`config.mk`:
```
export PLATFORM = sky130hd
export DESIGN_NAME = wr_front
export DESIGN_NICKNAME = d
export VERILOG_FILES = /design/src/rtl/cdc_pkg.sv /design/src/rtl/wr_front.sv
export SDC_FILE = /design/constraint.sdc
export NUM_CORES = 1
export LEC_CHECK = 0
export BUFFER_PORTS_ARGS = -buffer_cell sky130_fd_sc_hd__buf_2
export CORE_AREA = 2 2 416 418
export DETAILED_ROUTE_END_ITERATION = 6
export DIE_AREA = 0 0 418 420
export PLACE_DENSITY = 0.3
export SYNTH_ARGS = -nofsm -noshare
export SYNTH_HDL_FRONTEND = slang
export SYNTH_SLANG_ARGS = --single-unit
export TNS_END_PERCENT = 20
```
`constraint.sdc`:
```
create_clock -name i_clk_w -period 2.7 [get_ports i_clk_w]
set_input_delay 0.54 -clock i_clk_w [delete_from_list [all_inputs] [get_ports i_clk_w]]
set_output_delay 0.54 -clock i_clk_w [all_outputs]
set_load 0.05 [all_outputs]
```
`src/rtl/cdc_pkg.sv`:
```
// ############################
// Lane geometry is fixed here; the RAM depth comes from ADDR_W in the top level
// ############################

package cdc_pkg;

    // ############################
    // Lane geometry
    // ############################

    localparam int LANES  = 8;               // Lanes per beat
    localparam int LANE_W = 65;              // Bits per lane
    localparam int BEAT_W = LANES * LANE_W;  // 520 bit beat

    // One lane word as held in a lane RAM
    typedef logic [LANE_W-1:0] lane_word_t;

    // ############################
    // Beat structs
    // ############################

    // Write side beat with lane 0 as the low lane
    typedef struct packed {
        logic                   valid;
        lane_word_t [LANES-1:0] data;
    } w_beat_t;

    // Read side beat with one valid bit per lane
    typedef struct packed {
        logic       [LANES-1:0] valid;
        lane_word_t [LANES-1:0] data;
    } r_beat_t;

endpackage

```
`src/rtl/wr_front.sv`:
```
// ############################
// Reset reaches this domain 3 write clocks late; without a stall every valid beat is taken
// ############################

module wr_front #(
    parameter int ADDR_W = 5
) (
    input  logic                                        i_clk_w,
    input  logic                                        i_reset_async,
    input  cdc_pkg::w_beat_t                            i_wr,
    output cdc_pkg::lane_word_t [cdc_pkg::LANES-1:0]    o_wdata,
    output logic                [ADDR_W-1:0]            o_waddr,
    output logic                [ADDR_W-1:0]            o_wptr
);

    logic [2:0]                  w_reset_sync;  // Reset synchronizer chain
    logic                        w_reset;
    logic [cdc_pkg::BEAT_W-1:0]  wdata_q;       // Registered beat payload
    logic                        wvalid_q;

    // ############################
    // Reset into the write domain
    // ############################

    always_ff @(posedge i_clk_w) begin
        w_reset_sync <= {w_reset_sync[1:0], i_reset_async};
    end

    assign w_reset = w_reset_sync[2];

    // ############################
    // Beat register and pointers
    // ############################

    always_ff @(posedge i_clk_w) begin
        wdata_q <= i_wr.data;
    end

    // The RAM address and the crossing pointer are kept as separate copies
    // so each one only drives its own fanout
    always_ff @(posedge i_clk_w) begin
        if (w_reset) begin
            wvalid_q <= 1'b0;
            o_waddr  <= '0;
            o_wptr   <= '0;
        end else begin
            wvalid_q <= i_wr.valid;
            if (wvalid_q) begin
                o_waddr <= o_waddr + 1'b1;  // Slot just written becomes readable
                o_wptr  <= o_wptr + 1'b1;
            end
        end
    end

    assign o_wdata = wdata_q;

    a_wptr_hold: assert property (@(posedge i_clk_w)
        w_reset ##1 w_reset |=> $stable(o_wptr))
        else $error("write pointer moved while write reset was held");

endmodule

```
# Word level (Yosys, flattened, before mapping)
# Index checks and enable logic that the tools add are counted.
op_classes:
  add_sub_neg: 2
ops:
  columns: ["op", "count"]
  rows:
  - ["adder 5 x 1 -> 5 bit (second input constant)", 2]
word_totals:
  register_bits: 534
  out_inout_bits: 530
  wordCells: 7

# Logic depth before layout (Yosys ltp)
logic_depth:
  depth_word: 1
  mapped_depth: 3

# Worst setup path before layout
# No wires, ideal clock.
synth_timing:
  kind: "register to register"
  startpoint: "register o_waddr[0]"
  endpoint: "register o_waddr[4]"
  setup_time_ns: 0.121
  t_arrival_ns: 1.335
  t_required_ns: 2.579
  path_slack_ns: 1.244
  path_stages_with_launch: 4
  n_path_buf: 0
  cell_sequence: "dfxtp_1 -> ha_1 -> nand4_1 -> mux2_2"
synth_via:
  elab_chain_len: 1
synth_lines:
  columns: ["item", "line_no", "text"]
  rows:
  - ["start: declaration", "wr_front.sv:12", "output logic [ADDR_W-1:0] o_waddr,"]
  - ["start signal: assignment", "wr_front.sv:49", "o_waddr <= o_waddr + 1'b1;"]
  - ["adder 5 x 1 -> 5 bit", "wr_front.sv:49", null]
# No other way between the ends.
# A chain may end at the register's enable or synchronous reset.

# Worst setup path in the final report
layout_timing:
  startpoint: "register o_waddr[0]"
  endpoint: "output o_waddr[0]"
# No word-level cell between the ends.

==> results.md <==
- PD cells: 821.8 nW/um2
- Final setup violating endpoints: 0
- Clk slew on worst S/H paths: 0.06 ns
- Hold Vio Cnt, Final: 0
- Cell area after synthesis: 10970 um2
- Routed Wire Length: 101800 um
- First-pass GRT wire length: 123900 um
- Placement Setup Slack: 1.132 ns
- Gr usage total: 11.10%
- P_int: 15.58 mW
- Fin crit share: 75.81%
- Maximum buffer depth of the clock tree: 3
- Core Util, Final: 15.66%
- Post-CTS Setup Inserts: 0
- Nature of the critical path startpoint: flop
- Max Freq: 488.5 MHz
- Remaining global-route overflow: 0
- Post-Syn Nets: 1094
- Initial Util: 6.415%
- Fin cells: 4522
- Top FF cell, synth: dfxtp_1
- Dpl cells: 3853
- Port Buffers: 1052
- End of the worst hold path: o_wdata[496]
- Delay-heaviest family, CP: flip-flops
- Tightest Pin Transition: 0.7594 ns
- Yosys cell types: 15
- Largest cells by area after synthesis: dfxtp_1 97%, nor2b_1 0.29%, mux2_4 0.27%
- Number of global-route vias before repair: 12110
- Largest net degree at the start of global routing: 13
- Met1 usage: 12.44%
- Post-route ant nets: 0
- Vias: 11360
- Drt wl/cell: 22.51 um
- Sequential fraction of the synthesis area: 97.47%
- Power Total: 22.00 mW
- Worst R2R Path Depth: 2
- Initial antenna violation count: 123
- Critical path buffers and inverters: 1
- Sw Pwr: 6.422 mW
- Clock period minus worst slack: 2.047 ns
- Core Area: 171000 um2
- Syn avg cell area: 19.28 um2
- Final worst slack: 0.6531 ns
- WP data required: 2.16 ns
- Layout cell share with drive strength beyond 1: 51.76%
- Worst min path class: in2reg
- Critical path, cell by cell: buf_2
- Max-slew violations: 0
- WHS Path Cells: 1
- Worst setup EP type: output port
- Crit-path max FO: 4
- Clock sink count: 534
- CTS H-Tree Depth: 3
- Critical-path cell with the highest stage delay: dfxtp_1
- Drt first pass iters: 4
- Worst VDD drop: 0.4828 mV
- Vias per cell: 2.512
- Number of max-cap violations: 0
- Chip width: 418 um
- Top post-synthesis cells by count: 534 x dfxtp_1, 8 x nor2_1, 5 x nor2b_1
- Leak pwr: 12.18 nW
- Sequential share of power: 38.4%
- Cells after Synth: 569
- EDFF count, synth: 0
- Skew final: 0.02524 ns
- #FFs+latches synth: 534
- Root buffer cell: clkbuf_16
- Area leader, netlist: dfxtp_1
- Critical path class: reg2out
- Clock power frac: 46.6%
- Share of the synthesized area in the top cell type: 97.47%
- Post-CTS sizing: 0
- Most common cell in the netlist: dfxtp_1
- CTS Buf Count: 71
- Area grow syn2layout: 144.1%
- Rows: 152
- FF-to-FF End: o_wptr[4]
- Die area: 175600 um2
- Net Sw Frac: 29.19%
- Worst hold start: i_wr[496]
- Worst EP arrival: 1.51 ns
- I/O pin cnt: 1053
- Post-synthesis async set-or-reset flop share: 0%
- CTS tree: built
- Number of synthesis warnings: 0
- Top Usage Layer GRT: met2
- GP Congestion: 0.8772
- Final HPWL DP: 87500 um
- Net count, final: 2738
- 1st-iter DRT viols: 408
- Reg2reg setup slack: 1.22 ns
- Reg2reg start: wvalid_q
- Outcome: finished, final reports clean
- Max incr delay on CP: 0.49 ns
- Relative slew margins: 49.30%
- DRC Markers: 0
- Met3 Usage GRT: 5.836%
- Hold Buf Count CTS: 520
- RSZ-0062 raised after global routing: false
- Met2 Usage GRT: 18.29%
- Fin Setup TNS: 0 ns
- Die H: 420 um
- Logic pwr share: 15.1%
- Clk_lat worst skew: 0.69 ns
==> area by class of cell <==
type / count / area [um2]
tap: 2233 / 2794
multi-input combinational: 33 / 259.0
sequential: 534 / 10690
timing repair buffer: 1573 / 10480
fill: 19140 / 144200
clock inverter: 30 / 479.2
antenna: 21 / 52.55
clock buffer: 98 / 2021
==> cell usage in the layout (no fill, tap or decap) <==
master and count:
clkbuf_8 10, clkbuf_16 73, diode_2 21, nand4_1 2
inv_16 1, clkinv_16 1, mux2_2 2, mux2i_1 2
dlygate4sd3_1 520, nand4_2 2, a21oi_1 2, xnor2_1 2
mux2_4 2, clkinv_2 9, buf_4 1, clkbuf_1 15
clkinv_4 1, bufinv_16 10, clkinv_8 1, ha_1 2
dfxtp_1 534, a21bo_2 2, clkinvlp_4 2, inv_6 5
nor2b_1 5, buf_2 1052, nand3b_1 2, nor2_1 8
==> through the flow <==
stage	area (um2)	hold slack (ns)
floorplan	10970	0.3096
global placement	19020	0.3156
detailed placement	19020	0.3121
CTS	26720	0.002296
global route	26730	0.02714
finish	26770	0.09825
==> layer usage <==
layer  vias up  wire length (um)
met5         -                13
met4         2              3320
met3       272             12390
met2       719             48200
met1      5251             37860
li1       5115                 -
==> cell families after synthesis <==
| logic type | after synthesis | share of synthesized area [%] |
|---|---|---|
| compound gates | 4 | 0.2738 |
| xor+xnor | 2 | 0.1597 |
| fa+ha+maj | 2 | 0.2281 |
| buf+inv | 2 | 0.1711 |
| flops | 534 | 97.47 |
| mux | 6 | 0.6617 |
| simple gates | 19 | 1.038 |
==> worst max path at each step <==
stage	start	end	slack (ns)	depth (start not counted)
after detailed placement	wvalid_q	o_wptr[4]	1.13	2
after global routing	o_waddr[0]	o_waddr[0]	0.57	1
final	o_waddr[0]	o_waddr[0]	0.65	1
after global placement	wvalid_q	o_wptr[4]	1.13	2
after floorplan	o_waddr[0]	o_waddr[4]	1.24	3
after CTS	o_waddr[0]	o_waddr[0]	0.56	1
==> state kept, by name (all words and copies together), names as in the netlist <==
register	cells
o_wdata	520
o_waddr	5
o_wptr	5
w_reset_sync	3
wvalid_q	1
==> power by group through the flow <==
stage	combinational, mW	clock, mW	sequential (mW)
floorplan	0.0162	0	10.1
detailed placement	2.61	0	8.60
global placement	2.64	0	8.60
global route	3.46	11.0	8.47
finish	3.31	10.3	8.44
CTS	3.38	10.7	8.44
Power figures use the tool's default switching activity.
