`src/rtl/cdc_pkg.sv`:
```
// ############################
// Lane geometry is fixed here; the RAM depth comes from ADDR_W in the top level
// ############################

package cdc_pkg;

    // ############################
    // Lane geometry
    // ############################

    localparam int LANES  = 8;               // Lanes per beat
    localparam int LANE_W = 65;              // Bits per lane
    localparam int BEAT_W = LANES * LANE_W;  // 520 bit beat

    // One lane word as held in a lane RAM
    typedef logic [LANE_W-1:0] lane_word_t;

    // ############################
    // Beat structs
    // ############################

    // Write side beat with lane 0 as the low lane
    typedef struct packed {
        logic                   valid;
        lane_word_t [LANES-1:0] data;
    } w_beat_t;

    // Read side beat with one valid bit per lane
    typedef struct packed {
        logic       [LANES-1:0] valid;
        lane_word_t [LANES-1:0] data;
    } r_beat_t;

endpackage

```
`src/rtl/rd_lane_ctrl.sv`:
```
// ############################
// Lanes run replicated pointers that always agree; data is valid only where valid is high
// ############################

module rd_lane_ctrl #(
    parameter int ADDR_W = 5
) (
    input  logic                                        i_clk_r,
    input  logic                                        r_reset,
    input  logic                [ADDR_W-1:0]            i_wptr_sync,
    input  cdc_pkg::lane_word_t [cdc_pkg::LANES-1:0]    i_rdata,
    output logic [cdc_pkg::LANES-1:0][ADDR_W-1:0]       o_raddr,
    output cdc_pkg::r_beat_t                            o_rd
);

    logic [cdc_pkg::LANES-1:0][ADDR_W-1:0]       wptr_q;   // One copy per lane
    logic [cdc_pkg::LANES-1:0][ADDR_W-1:0]       rptr;
    logic [cdc_pkg::LANES-1:0]                   valid_q;
    cdc_pkg::lane_word_t [cdc_pkg::LANES-1:0]    data_q;

    // ############################
    // Per lane pointers
    // ############################

    always_ff @(posedge i_clk_r) begin
        for (int lane = 0; lane < cdc_pkg::LANES; lane++) begin
            if (r_reset) begin
                wptr_q[lane]  <= '0;
                rptr[lane]    <= '0;
                valid_q[lane] <= 1'b0;
            end else begin
                wptr_q[lane] <= i_wptr_sync;
                if (rptr[lane] != wptr_q[lane]) begin
                    rptr[lane]    <= rptr[lane] + 1'b1;  // Entry read this edge
                    valid_q[lane] <= 1'b1;
                end else begin
                    valid_q[lane] <= 1'b0;
                end
            end
        end
    end

    assign o_raddr = rptr;

    // ############################
    // Output beat
    // ############################

    // Sampled on the same edge that raises valid, so data lines up
    always_ff @(posedge i_clk_r) begin
        data_q <= i_rdata;
    end

    assign o_rd.valid = valid_q;
    assign o_rd.data  = data_q;

    a_lanes_agree: assert property (@(posedge i_clk_r) disable iff (r_reset)
        (valid_q == '0) || (valid_q == '1))
        else $error("lane valid bits disagree");

endmodule

```
`config.mk`:
```
export PLATFORM = sky130hd
export DESIGN_NAME = rd_lane_ctrl
export DESIGN_NICKNAME = d
export VERILOG_FILES = /design/src/rtl/cdc_pkg.sv /design/src/rtl/rd_lane_ctrl.sv
export SDC_FILE = /design/constraint.sdc
export NUM_CORES = 1
export LEC_CHECK = 0
export BUFFER_PORTS_ARGS = -buffer_cell sky130_fd_sc_hd__buf_2
export CAP_MARGIN = 20
export CORE_AREA = 5 5 424 426
export DETAILED_ROUTE_END_ITERATION = 8
export DIE_AREA = 0 0 429 431
export GPL_TIMING_DRIVEN = 0
export MAX_ROUTING_LAYER = met4
export SYNTH_ARGS = -nofsm -noshare
export SYNTH_HDL_FRONTEND = slang
export SYNTH_SLANG_ARGS = --single-unit
```
`constraint.sdc`:
```
create_clock -name i_clk_r -period 2.92 [get_ports i_clk_r]
set_input_delay 0.584 -clock i_clk_r [delete_from_list [all_inputs] [get_ports i_clk_r]]
set_output_delay 0.584 -clock i_clk_r [all_outputs]
set_load 0.05 [all_outputs]
```
; ---- Word-level counts from Yosys, hierarchy flattened
; Index checks and enable logic that the tools add are counted.
[classes]
n_addsub = 8
n_eq_ne = 8
n_mux = 8
[op_table]
columns = cell, n
row1 = adder 5 x 1 -> 5 bit (second input constant), 8
row2 = != test 5 bit, 8
row3 = 2-to-1 mux 1 bit, 8
[word_totals]
reg_bits = 573
inputBits = 527
output_inout_bits = 568
wordCells = 42

; ---- Depth between registers and ports, before layout
; Gate-level depths: netlist of the first run.
[depth]
ltp_word = 2
mapped_depth = 6

; ---- Least setup slack after synthesis of the first run
; OpenSTA, ideal clock, no wires.
[synth_timing]
path_kind = reg-to-reg
start = reg rptr (netlist bit o_raddr[10])
end = reg rptr (netlist bit o_raddr[10])
setup_time_ps = 121
t_arrival_ps = 1731
slack_ps = 1068
stages_incl_launch_ff = 5
path_buffers = 0
period_less_slack_ps = 1852
cell_sequence = dfxtp_1 > xor2_1 > or2_4 > nor4_4 > mux2_2
[synth_between]
elab_chain_len = 1
elab_cells_between_ends = 2
[synth_rtl]
columns = element, line
row1 = start: declaration, rd_lane_ctrl.sv:17  ; logic [cdc_pkg::LANES-1:0][ADDR_W-1:0] rptr;
row2 = start signal: indexed assignment, rd_lane_ctrl.sv:34  ; rptr[lane] <= rptr[lane] + 1'b1;
row3 = adder 5 x 1 -> 5 bit or != test 5 bit (tied branches), "rd_lane_ctrl.sv:34, rd_lane_ctrl.sv:33"
; Parallel ways exist; a longest one is shown, timed or not.
; A chain may end at the register's enable or synchronous reset.

; ---- Worst setup path after layout of the first run
[layout_timing]
start = reg rptr (netlist bit o_raddr[16])
end = out o_raddr[16] (netlist name)
[layout_lines]
columns = element, line
row1 = end: declaration, rd_lane_ctrl.sv:12  ; output logic [cdc_pkg::LANES-1:0][ADDR_W-1:0] o_raddr,
; No word-level cell between the ends.

==> results by group, run 1 <==
Die
  • Die width: 429 µm
  • Height of the die: 431 µm
  • Row cnt: 154
  • Area of the die: 0.185 mm²
  • Initial core utilization: 0.0778
  • I/O pin cnt: 1095
  • Core region area: 0.175 mm²

Global route
  • Largest net degree at the start of global routing: 15
  • Initial antenna violation count: 138
  • Gr ovfl total: 0
  • Vias in the first global route: 15500
  • GRT Total Usage: 0.152
  • First-pass GRT wire length: 173000 µm

Logic synthesis
  • Main area contributors after synthesis: dfxtp_1 84%, nor3b_1 1.3%, xnor2_1 1.2%
  • EDFF count, synth: 0
  • Post-synth top cells: 573 x dfxtp_1, 29 x nand3_1, 25 x nor2_1, 23 x a21oi_1, 23 x nor3b_1
  • Cell count after synthesis: 904
  • Avg Synthesized Cell Area: 15.1 µm²
  • Leading area contributor after synthesis: dfxtp_1
  • Count leader, synth: dfxtp_1
  • Predominant post-synthesis flop cell: dfxtp_1
  • Register bit total from synthesis: 573
  • Seq/Total Area, Yosys: 0.841
  • Mapped Area: 0.0136 mm²
  • Yosys top cell area share: 0.841
  • Post-synthesis cell type count: 45
  • Async set-reset flop share out of synthesis: 0
  • Synthesized net count: 1439
  • Synthesis Warnings: 0

Detailed routing
  • Via count: 15000
  • Routed len/inst: 28.3 µm
  • Total Routed Length: 143000 µm
  • First DRT Iteration DRCs: 1046
  • First drt pass iteration count: 5
  • Remaining routing DRC violations: 0
  • Vias per cell: 2.97
  • Antenna Nets Post-Route: 0

STA
  • Fmax: 476 MHz
  • Post-route clock period utilization: 0.720
  • Final setup TNS: 0 ns
  • Fin crit period: 2.10 ns
  • Slew HR: 0.502
  • Final Hold Viols: 0
  • Final Slew Violations: 0
  • Worst hold slack: 0.0980 ns
  • RSZ-0062 raised after global routing: false
  • Worst-margin pin slew: 0.748 ns
  • Clock skew: 0.0245 ns
  • Finish-stage setup viols: 0
  • Final WS setup: 0.819 ns

Setup path
  • Crit Path Category: reg2out
  • Cell Chain, Critical Path: buf_2
  • Critical Path AT: 1.52 ns
  • CP max FO: 5
  • Critical path's top delay family: flip-flops
  • Worst r2r dst: o_raddr[10]$_SDFFE_PP0P_
  • CP Capture Type: primary output
  • Crit-path slowest cell: dfxtp_1
  • R2R depth: 5
  • Largest stage delay, worst path: 0.44 ns
  • CP required: 2.34 ns
  • CP Launch Type: flip-flop
  • Worst r2r src: wptr_q[35]$_SDFF_PP0_
  • Setup slack, reg-to-reg: 1.21 ns
  • CP bufs+invs: 1

Power and ir drop
  • P_leak: 13.3 nW
  • Pwr Density: 761 mW/mm²
  • Maximum VDD drop: 0.000476 V

Run status
  • Outcome: completed

Clock tree
  • Clock transition at path regs: 0.06 ns
  • Clock buffer count from CTS: 72
  • CTS tree: done
  • Clock latency on the worst-skew pair: 0.68 ns
  • H-tree level count: 3
  • Clock sink total: 573
  • Clock Tree Buf Depth: 3
  • Post_cts resized: 0
  • Root buffer cell: clkbuf_16

Final layout
  • Fillers: 19500
  • Final cell count without fillers: 5044
  • Share of cells above drive strength 1: 0.466
  • Area grow syn2layout: 119%
  • Finished Core Util: 0.170
  • Final nets: 3124

Worst hold path
  • Hold depth: 1
  • Hold path endpoint: o_rd[423]$_DFF_P_
  • Origin of the worst min-delay path: i_rdata[423]
  • Worst hold path type: in2reg

Placement
  • Setup WS pre-CTS: 0.413 ns
  • # port buffers: 1093
  • GP Congestion: 1.06
  • Detailed Place HPWL: 123000 µm
  • # placed instances: 4337

Flow run
  • Max Cap Viol: 0
==> through the flow <==
stage               total power, mW  area [µm²]
global placement               12.9       22000
detailed placement             12.9       22000
global route                   23.6       29800
floorplan                      11.2       13600
finish                         22.7       29800
CTS                            23.1       29700
==> placed cells by master, fill, tap and decap left out, types with 3 or more instances in the layout <==
master,synthesis,final
buf_6,4,4
o211ai_1,5,5
dlygate4sd3_1,0,518
clkbuf_8,0,7
or2_1,4,4
or3_1,6,6
nand3b_1,4,4
diode_2,0,58
xor2_1,16,16
inv_1,4,4
xnor2_1,19,19
nor4b_1,7,7
o311ai_1,4,4
nand3_1,29,29
dfxtp_1,573,573
clkinv_8,0,3
clkinv_16,0,3
buf_2,5,1098
inv_6,0,6
bufinv_16,0,3
mux2i_1,10,10
clkbuf_1,10,21
clkinv_4,0,8
ha_1,8,8
nor3_1,12,12
o21ai_0,15,15
nand4b_1,8,8
and3_1,8,8
clkbuf_16,0,73
a21oi_1,23,23
clkinv_2,0,6
nor2_1,25,25
a311oi_1,4,4
nand2_1,20,20
nor3b_1,23,23
clkinvlp_4,0,9
nand2b_1,17,17
nor2b_1,15,15
nand4_1,4,4
==> where the power goes <==
part | internal [mW] | switching, mW
Combinational | 1.39 | 3.38
Clock | 5.17 | 4.07
Sequential | 8.34 | 0.333
Total | 14.9 | 7.79
==> how the worst max path moves through the flow <==
| stage | to | depth (start not counted) | startpoint |
|---|---|---|---|
| 6_report | o_raddr[16] | 1 | o_raddr[16]$_SDFFE_PP0P_ |
| 5_1_grt | o_raddr[2] | 1 | o_raddr[2]$_SDFFE_PP0P_ |
| 4_1_cts | o_rd[69] | 1 | o_rd[69]$_DFF_P_ |
| 3_5_place_dp | valid_q[1]$_SDFF_PP0_ | 5 | r_reset |
| 3_3_place_gp | valid_q[0]$_SDFF_PP0_ | 5 | r_reset |
| 2_1_floorplan | o_raddr[10]$_SDFFE_PP0P_ | 4 | o_raddr[10]$_SDFFE_PP0P_ |
==> layer usage <==
layer	track usage	vias to the layer above	wire (µm)
met1	0.137	7253	45000
met2	0.256	966	70600
met3	0.0973	314	20700
li1	-	6471	-
met4	0.0593	0	6640
met5	-	-	0
==> cell families (layout without fill, tap and decap cells) <==
group / count (synthesis) / in the layout / share of synthesized area
DFF: 573 / 573 / 0.841
and+or+nand+nor: 194 / 194 / 0.0842
AOI/OAI and AO/OA: 54 / 54 / 0.0238
xor gates and xnor gates: 36 / 36 / 0.0237
buffers and inverters: 27 / 1769 / 0.0107
muxes: 12 / 12 / 0.00899
adders and majority gates: 8 / 8 / 0.00734
other: 0 / 58 / 0
==> cell type report <==
type / instances / area, µm² / area share
inverters: 4 / 15.0 / 0.000504
clock inverters: 40 / 472 / 0.0158
repair buffers: 1611 / 10700 / 0.358
multi-input cells: 304 / 2020 / 0.0677
diodes: 58 / 145 / 0.00487
clock buffers: 91 / 1960 / 0.0659
flip-flops and latches: 573 / 11500 / 0.385
well taps: 2340 / 2930 / 0.0982
plain buffers: 23 / 131 / 0.00441
==> sequential cells by signal, indices dropped and copies added, names as in the netlist <==
| name | flops |
|---|---|
| wptr_q | 5 |
| o_rd | 520 |
| valid_q | 8 |
| o_raddr | 40 |
==> repair_timing <==
action | CTS | global route
hold buffers | 518 | 0
hold endpoints to repair | 518 | 0
setup buffers | 0 | 0
Note: power is estimated with default switching activity, not from simulation.
==> run 2, diff against run 1 <==
--- a/config.mk
+++ b/config.mk
@@ -7,9 +7,9 @@
 export LEC_CHECK = 0
 export BUFFER_PORTS_ARGS = -buffer_cell sky130_fd_sc_hd__buf_2
 export CAP_MARGIN = 20
-export CORE_AREA = 5 5 424 426
+export CORE_AREA = 5 5 427 429
 export DETAILED_ROUTE_END_ITERATION = 8
-export DIE_AREA = 0 0 429 431
+export DIE_AREA = 0 0 432 434
 export GPL_TIMING_DRIVEN = 0
 export MAX_ROUTING_LAYER = met4
 export SYNTH_ARGS = -nofsm -noshare
==> constraint.sdc (replaced) <==
create_clock -name i_clk_r -period 2.1 [get_ports i_clk_r]
set_input_delay 0.42 -clock i_clk_r [delete_from_list [all_inputs] [get_ports i_clk_r]]
set_output_delay 0.42 -clock i_clk_r [all_outputs]
set_load 0.05 [all_outputs]
==> run 2 against run 1 <==
Effect of this change:
- sequential cell count is the same
- largest cell class unchanged
- sequential share of layout area is 0.52 points lower
- total power rose by 45%
- first-iteration DRC count down 8.2%
- clock skew fell by 0.014 ns
- die area up 1.4%
- count of clock-buffer cells in the layout rose by 12
- clock power is 55% higher
- sequential power grew 41%
- final area rose by 1.4%
- global-route usage up 0.18 points
==> results by group, run 2 (same netlist as run 1, synthesis figures left out) <==
STA
  • Clock skew: 0.0105 ns
  • Worst-margin pin slew: 0.712 ns
  • Fmax: 510 MHz
  • RSZ-0062 raised after global routing: false
  • Final Hold Viols: 0
  • Fin crit period: 1.96 ns
  • Final WS setup: 0.139 ns
  • Final setup TNS: 0 ns
  • Slew HR: 0.525
  • Post-route clock period utilization: 0.934
  • Final Slew Violations: 0
  • Finish-stage setup viols: 0

Final layout
  • Most frequent cells in the layout: 1093 x buf_2, 572 x dfxtp_1, 525 x dlygate4sd3_1, 78 x clkbuf_16, 29 x nand3_1
  • Final nets: 3136
  • Most common cell after layout, fill and taps aside: buf_2
  • FF/Latch Area: 0.0115 mm²
  • Fillers: 19700
  • Largest register FFs: 520
  • Post-layout instance area: 0.0302 mm²
  • Area grow syn2layout: 122%
  • Share of cells above drive strength 1: 0.468
  • Multi-input logic area: 0.00202 mm²

Die
  • Height of the die: 434 µm
  • Initial core utilization: 0.0767
  • I/O pin cnt: 1095
  • Die width: 432 µm
  • Core region area: 0.178 mm²
  • Row cnt: 155
  • Area of the die: 0.187 mm²

Flow run
  • Max Cap Viol: 0

Detailed routing
  • Via count: 14800
  • Remaining routing DRC violations: 0
  • Vias per cell: 2.91
  • First DRT Iteration DRCs: 960
  • First drt pass iteration count: 5
  • WL met3: 16400 µm
  • Routed len/inst: 28.8 µm
  • Top Metal Used: met4
  • Antenna Nets Post-Route: 0
  • Total Routed Length: 147000 µm
  • Wire length on met2: 73800 µm
  • Routed met1 length: 48500 µm

Global route
  • GRT Total Usage: 0.154
  • First-pass GRT wire length: 175000 µm
  • Largest net degree at the start of global routing: 14
  • Gr ovfl total: 0
  • Vias in the first global route: 15300
  • Initial antenna violation count: 161

Setup path
  • Worst r2r dst: o_raddr[20]$_SDFFE_PP0P_
  • CP max FO: 8
  • Largest stage delay, worst path: 0.49 ns
  • Crit Path Category: reg2out
  • Critical Path AT: 1.54 ns
  • Cell Chain, Critical Path: buf_2
  • Setup slack, reg-to-reg: 0.33 ns
  • Critical path's top delay family: flip-flops
  • CP Launch Type: flip-flop
  • Crit-path slowest cell: dfxtp_1
  • R2R depth: 5
  • CP Capture Type: primary output
  • CP Depth: 1
  • Worst r2r src: wptr_q[39]$_SDFF_PP0_
  • CP bufs+invs: 1
  • CP required: 1.68 ns

Worst hold path
  • Hold path endpoint: o_raddr[18]$_SDFFE_PP0P_
  • Origin of the worst min-delay path: r_reset
  • Worst hold path type: in2reg
  • Hold depth: 3

Power and ir drop
  • Maximum VDD drop: 0.000736 V
  • P_leak: 13.5 nW
  • Pwr Density: 1090 mW/mm²

Placement
  • # port buffers: 1093
  • GP Congestion: 0.938
  • Setup WS pre-CTS: -0.304 ns
  • Placed cell areas: 0.0221 mm²
  • Detailed Place HPWL: 127000 µm

Clock tree
  • Buffer count from post-CTS setup fixing: 0
  • Root buffer cell: clkbuf_16
  • CTS tree: done
  • Clock transition at path regs: 0.06 ns
  • H-tree level count: 3
  • Clock latency on the worst-skew pair: 0.68 ns
  • Clock Tree Buf Depth: 3
  • Clock buffer count from CTS: 77
  • Clock sink total: 573

Run status
  • Outcome: completed
==> run 2: cell count changes in the layout (fill, tap and decap cells not counted), sizes merged, moves of 5 or more <==
cell,previous run,this run
diode,58,67
clkbuf,102,114
inv,12,17
dlygate4sd3,518,525
clkinv,20,12
bufinv,3,8
==> run 2: worst max-delay path by stage <==
stage	startpoint	to	slack, ns
final	o_raddr[2]$_SDFFE_PP0P_	o_raddr[2]	0.14
after global routing	o_raddr[22]$_SDFFE_PP0P_	o_raddr[22]	0.06
after detailed placement	r_reset	o_raddr[30]$_SDFFE_PP0P_	-0.30
after global placement	r_reset	valid_q[7]$_SDFF_PP0_	-0.22
after floorplan	o_raddr[10]$_SDFFE_PP0P_	o_raddr[10]$_SDFFE_PP0P_	0.25
after CTS	o_rd[258]$_DFF_P_	o_rd[258]	0.02
==> run 2: power breakdown <==
part           internal, mW  leakage [nW]  switching [mW]  total (mW)
registers              11.6          4.82           0.567        12.2
clock network          8.46          1.32            5.82        14.3
logic                  1.94          7.32            4.61        6.55
total                  22.0          13.5            11.0        33.0
==> run 2: worst min-delay path, stage by stage <==
cell and delay [ns]:
buf_2 0.24, nand2b_1 0.16, o311ai_1 0.08
==> run 2: stage by stage <==
| step | hold WS, ns | total power [mW] | std cells | utilization |
|---|---|---|---|---|
| finish | 0.286 | 33.0 | 5086 | 0.170 |
| global route | 0.250 | 34.2 | 5076 | 0.170 |
| CTS | 0.167 | 33.6 | 5019 | 0.169 |
| detailed placement | 0.524 | 18.0 | 4352 | 0.124 |
| global placement | 0.522 | 17.9 | 4352 | 0.124 |
| floorplan | 0.448 | 15.6 | 904 | - |
==> run 2: per-layer routing <==
layer / vias up / track usage
met1: 7073 / 0.146
met2: 864 / 0.260
li1: 6529 / -
met5: - / -
met4: 0 / 0.0725
met3: 332 / 0.0780
==> run 2: repair_timing <==
action	4_1_cts	5_1_grt
setup endpoints to repair	6	0
hold buffers	525	0
endpoints found under the hold margin	525	0
resized for setup	7	0
==> run 2: area by class of cell <==
class	count	share of cell area
clock buffers	103	0.0727
multi-input cells	304	0.0668
clock inverters	39	0.0173
repair buffers	1618	0.356
flip-flops and latches	573	0.380
diodes	67	0.00555
well taps	2355	0.0975
inverters	4	0.000497
plain buffers	23	0.00435
==> run 3, diff against run 2 <==
--- a/config.mk
+++ b/config.mk
@@ -7,11 +7,15 @@
 export LEC_CHECK = 0
 export BUFFER_PORTS_ARGS = -buffer_cell sky130_fd_sc_hd__buf_2
 export CAP_MARGIN = 20
-export CORE_AREA = 5 5 427 429
+export CELL_PAD_IN_SITES_DETAIL_PLACEMENT = 1
+export CELL_PAD_IN_SITES_GLOBAL_PLACEMENT = 1
+export CORE_AREA = 5 5 429 431
+export CTS_CLUSTER_DIAMETER = 60
 export DETAILED_ROUTE_END_ITERATION = 8
-export DIE_AREA = 0 0 432 434
+export DIE_AREA = 0 0 434 436
 export GPL_TIMING_DRIVEN = 0
 export MAX_ROUTING_LAYER = met4
+export PLACE_DENSITY_LB_ADDON = 0.1
 export SYNTH_ARGS = -nofsm -noshare
 export SYNTH_HDL_FRONTEND = slang
 export SYNTH_SLANG_ARGS = --single-unit
==> run 3 against run 2 <==
Effect of this change:
- first-iteration DRC count shrank 61%
- sequential cell count did not move
- die area increased by 0.93%
- worst setup slack worse by 0.061 ns
- fmax shrank 3.0%
- combinational power down 3.7%
- non-clock buffer count is 2 lower
- clock skew grew 0.0095 ns
- clock power grew 11%
- routed wire length decreased by 23%
- core utilization increased by 0.063 points
==> results by group, run 3 (same netlist as run 1, synthesis figures left out) <==
Run status
  • Outcome: completed

Placement
  • # port buffers: 1093
  • # placed instances: 4367
  • GP Congestion: 0.818
  • Placed cell areas: 0.0221 mm²
  • Setup WS pre-CTS: -1.26 ns
  • Detailed Place HPWL: 96800 µm

Setup path
  • Worst r2r dst: o_raddr[20]$_SDFFE_PP0P_
  • Setup slack, reg-to-reg: 0.26 ns
  • Worst r2r src: wptr_q[39]$_SDFF_PP0_
  • CP Launch Point: o_rd[345]$_DFF_P_
  • CP Launch Type: flip-flop
  • CP bufs+invs: 1
  • Cell Chain, Critical Path: buf_2
  • Crit-path slowest cell: dfxtp_1
  • CP Depth: 1
  • Critical Path AT: 1.60 ns
  • CP endpoint: o_rd[345]
  • Crit Path Category: reg2out
  • CP Capture Type: primary output
  • CP max FO: 2
  • Critical path's top delay family: flip-flops
  • Largest stage delay, worst path: 0.54 ns
  • R2R depth: 5
  • CP required: 1.68 ns

Final layout
  • Most common cell after layout, fill and taps aside: buf_2
  • Final cell count without fillers: 5089
  • Share of cells above drive strength 1: 0.471
  • Largest register FFs: 520
  • Most frequent cells in the layout: 1084 x buf_2, 571 x dfxtp_1, 525 x dlygate4sd3_1, 96 x clkbuf_16
  • Finished Core Util: 0.171
  • Final nets: 3153
  • Fillers: 20700
  • Post-layout instance area: 0.0307 mm²
  • Area grow syn2layout: 125%

Die
  • Height of the die: 436 µm
  • Initial core utilization: 0.0759
  • Area of the die: 0.189 mm²
  • I/O pin cnt: 1095
  • Row cnt: 156
  • Core region area: 0.180 mm²
  • Die width: 434 µm

STA
  • Clock skew: 0.0201 ns
  • Final Hold Viols: 0
  • Post-route clock period utilization: 0.963
  • Finish-stage setup viols: 0
  • Worst-margin pin slew: 1.06 ns
  • Final Slew Violations: 0
  • Final WS setup: 0.0780 ns
  • Slew HR: 0.297
  • Final setup TNS: 0 ns
  • Fin crit period: 2.02 ns
  • Worst hold slack: 0.319 ns
  • Fmax: 495 MHz
  • RSZ-0062 raised after global routing: false

Power and ir drop
  • Overall Power: 34.4 mW
  • Pwr Density: 1120 mW/mm²
  • P_leak: 13.7 nW
  • Maximum VDD drop: 0.000660 V

Detailed routing
  • Antenna Nets Post-Route: 0
  • Vias per cell: 2.77
  • Remaining routing DRC violations: 0
  • Via count: 14100
  • Total Routed Length: 113000 µm
  • First drt pass iteration count: 4
  • Routed len/inst: 22.3 µm
  • First DRT Iteration DRCs: 373

Global route
  • First-pass GRT wire length: 147000 µm
  • Vias in the first global route: 16100
  • Largest net degree at the start of global routing: 20
  • Initial antenna violation count: 55
  • GRT Total Usage: 0.119
  • Gr ovfl total: 0

Flow run
  • Max Cap Viol: 0

Clock tree
  • Clock latency on the worst-skew pair: 0.69 ns
  • Clock Tree Buf Depth: 3
  • Root buffer cell: clkbuf_16
  • Clock sink total: 573
  • H-tree level count: 3
  • Clock buffer count from CTS: 96
  • CTS tree: done
  • Clock transition at path regs: 0.06 ns

Worst hold path
  • Worst hold path type: in2reg
## run 3: cell count changes in the layout (fill, tap and decap cells not counted), sizes merged
cell,before,now
clkinvlp,6,8
diode,67,23
bufinv,8,5
inv,17,20
buf,1105,1104
clkinv,12,16
clkbuf,114,141
## run 3: cell type report
type                    instances  area (µm²)  area share
plain buffers                  21         125     0.00408
well taps                    2370        2970      0.0967
diodes                         23        57.6     0.00188
clock inverters                45         557      0.0182
repair buffers               1618       10800       0.351
multi-input cells             304        2020      0.0660
clock buffers                 131        2670      0.0872
inverters                       4        15.0    0.000490
flip-flops and latches        573       11500       0.374
## run 3: worst min-delay path by stage
stage                       from                 endpoint  slack (ns)  depth (start not counted)
global route        i_rdata[173]        o_rd[173]$_DFF_P_        0.24                          2
global placement    i_rdata[253]        o_rd[253]$_DFF_P_        0.52                          1
finish                   r_reset  o_raddr[8]$_SDFFE_PP0P_        0.32                          3
floorplan             i_rdata[0]          o_rd[0]$_DFF_P_        0.45                          0
CTS                 i_rdata[152]        o_rd[152]$_DFF_P_        0.21                          2
detailed placement   i_rdata[44]         o_rd[44]$_DFF_P_        0.52                          1
## run 3: where the power goes
group / total (mW) / internal (mW) / switching (mW)
registers: 12.2 / 11.6 / 0.544
clock network: 15.9 / 9.66 / 6.25
logic: 6.31 / 1.96 / 4.35
## run 3: what timing repair did
| item | 4_1_cts | 5_1_grt |
|---|---|---|
| cloned | 0 | 0 |
| hold buffers | 525 | 0 |
| endpoints found under the setup margin | 33 | 2 |
| setup buffers | 0 | 0 |
| gates resized for setup | 16 | 2 |
| hold endpoints to repair | 525 | 0 |
## run 3: metal layers
layer  wire length, µm  global-route usage  vias up
met5                 0                   -        -
li1                  -                   -     6506
met1             38900               0.120     6794
met4              2900              0.0306        0
met2             62500               0.224      631
met3              8920              0.0355      167
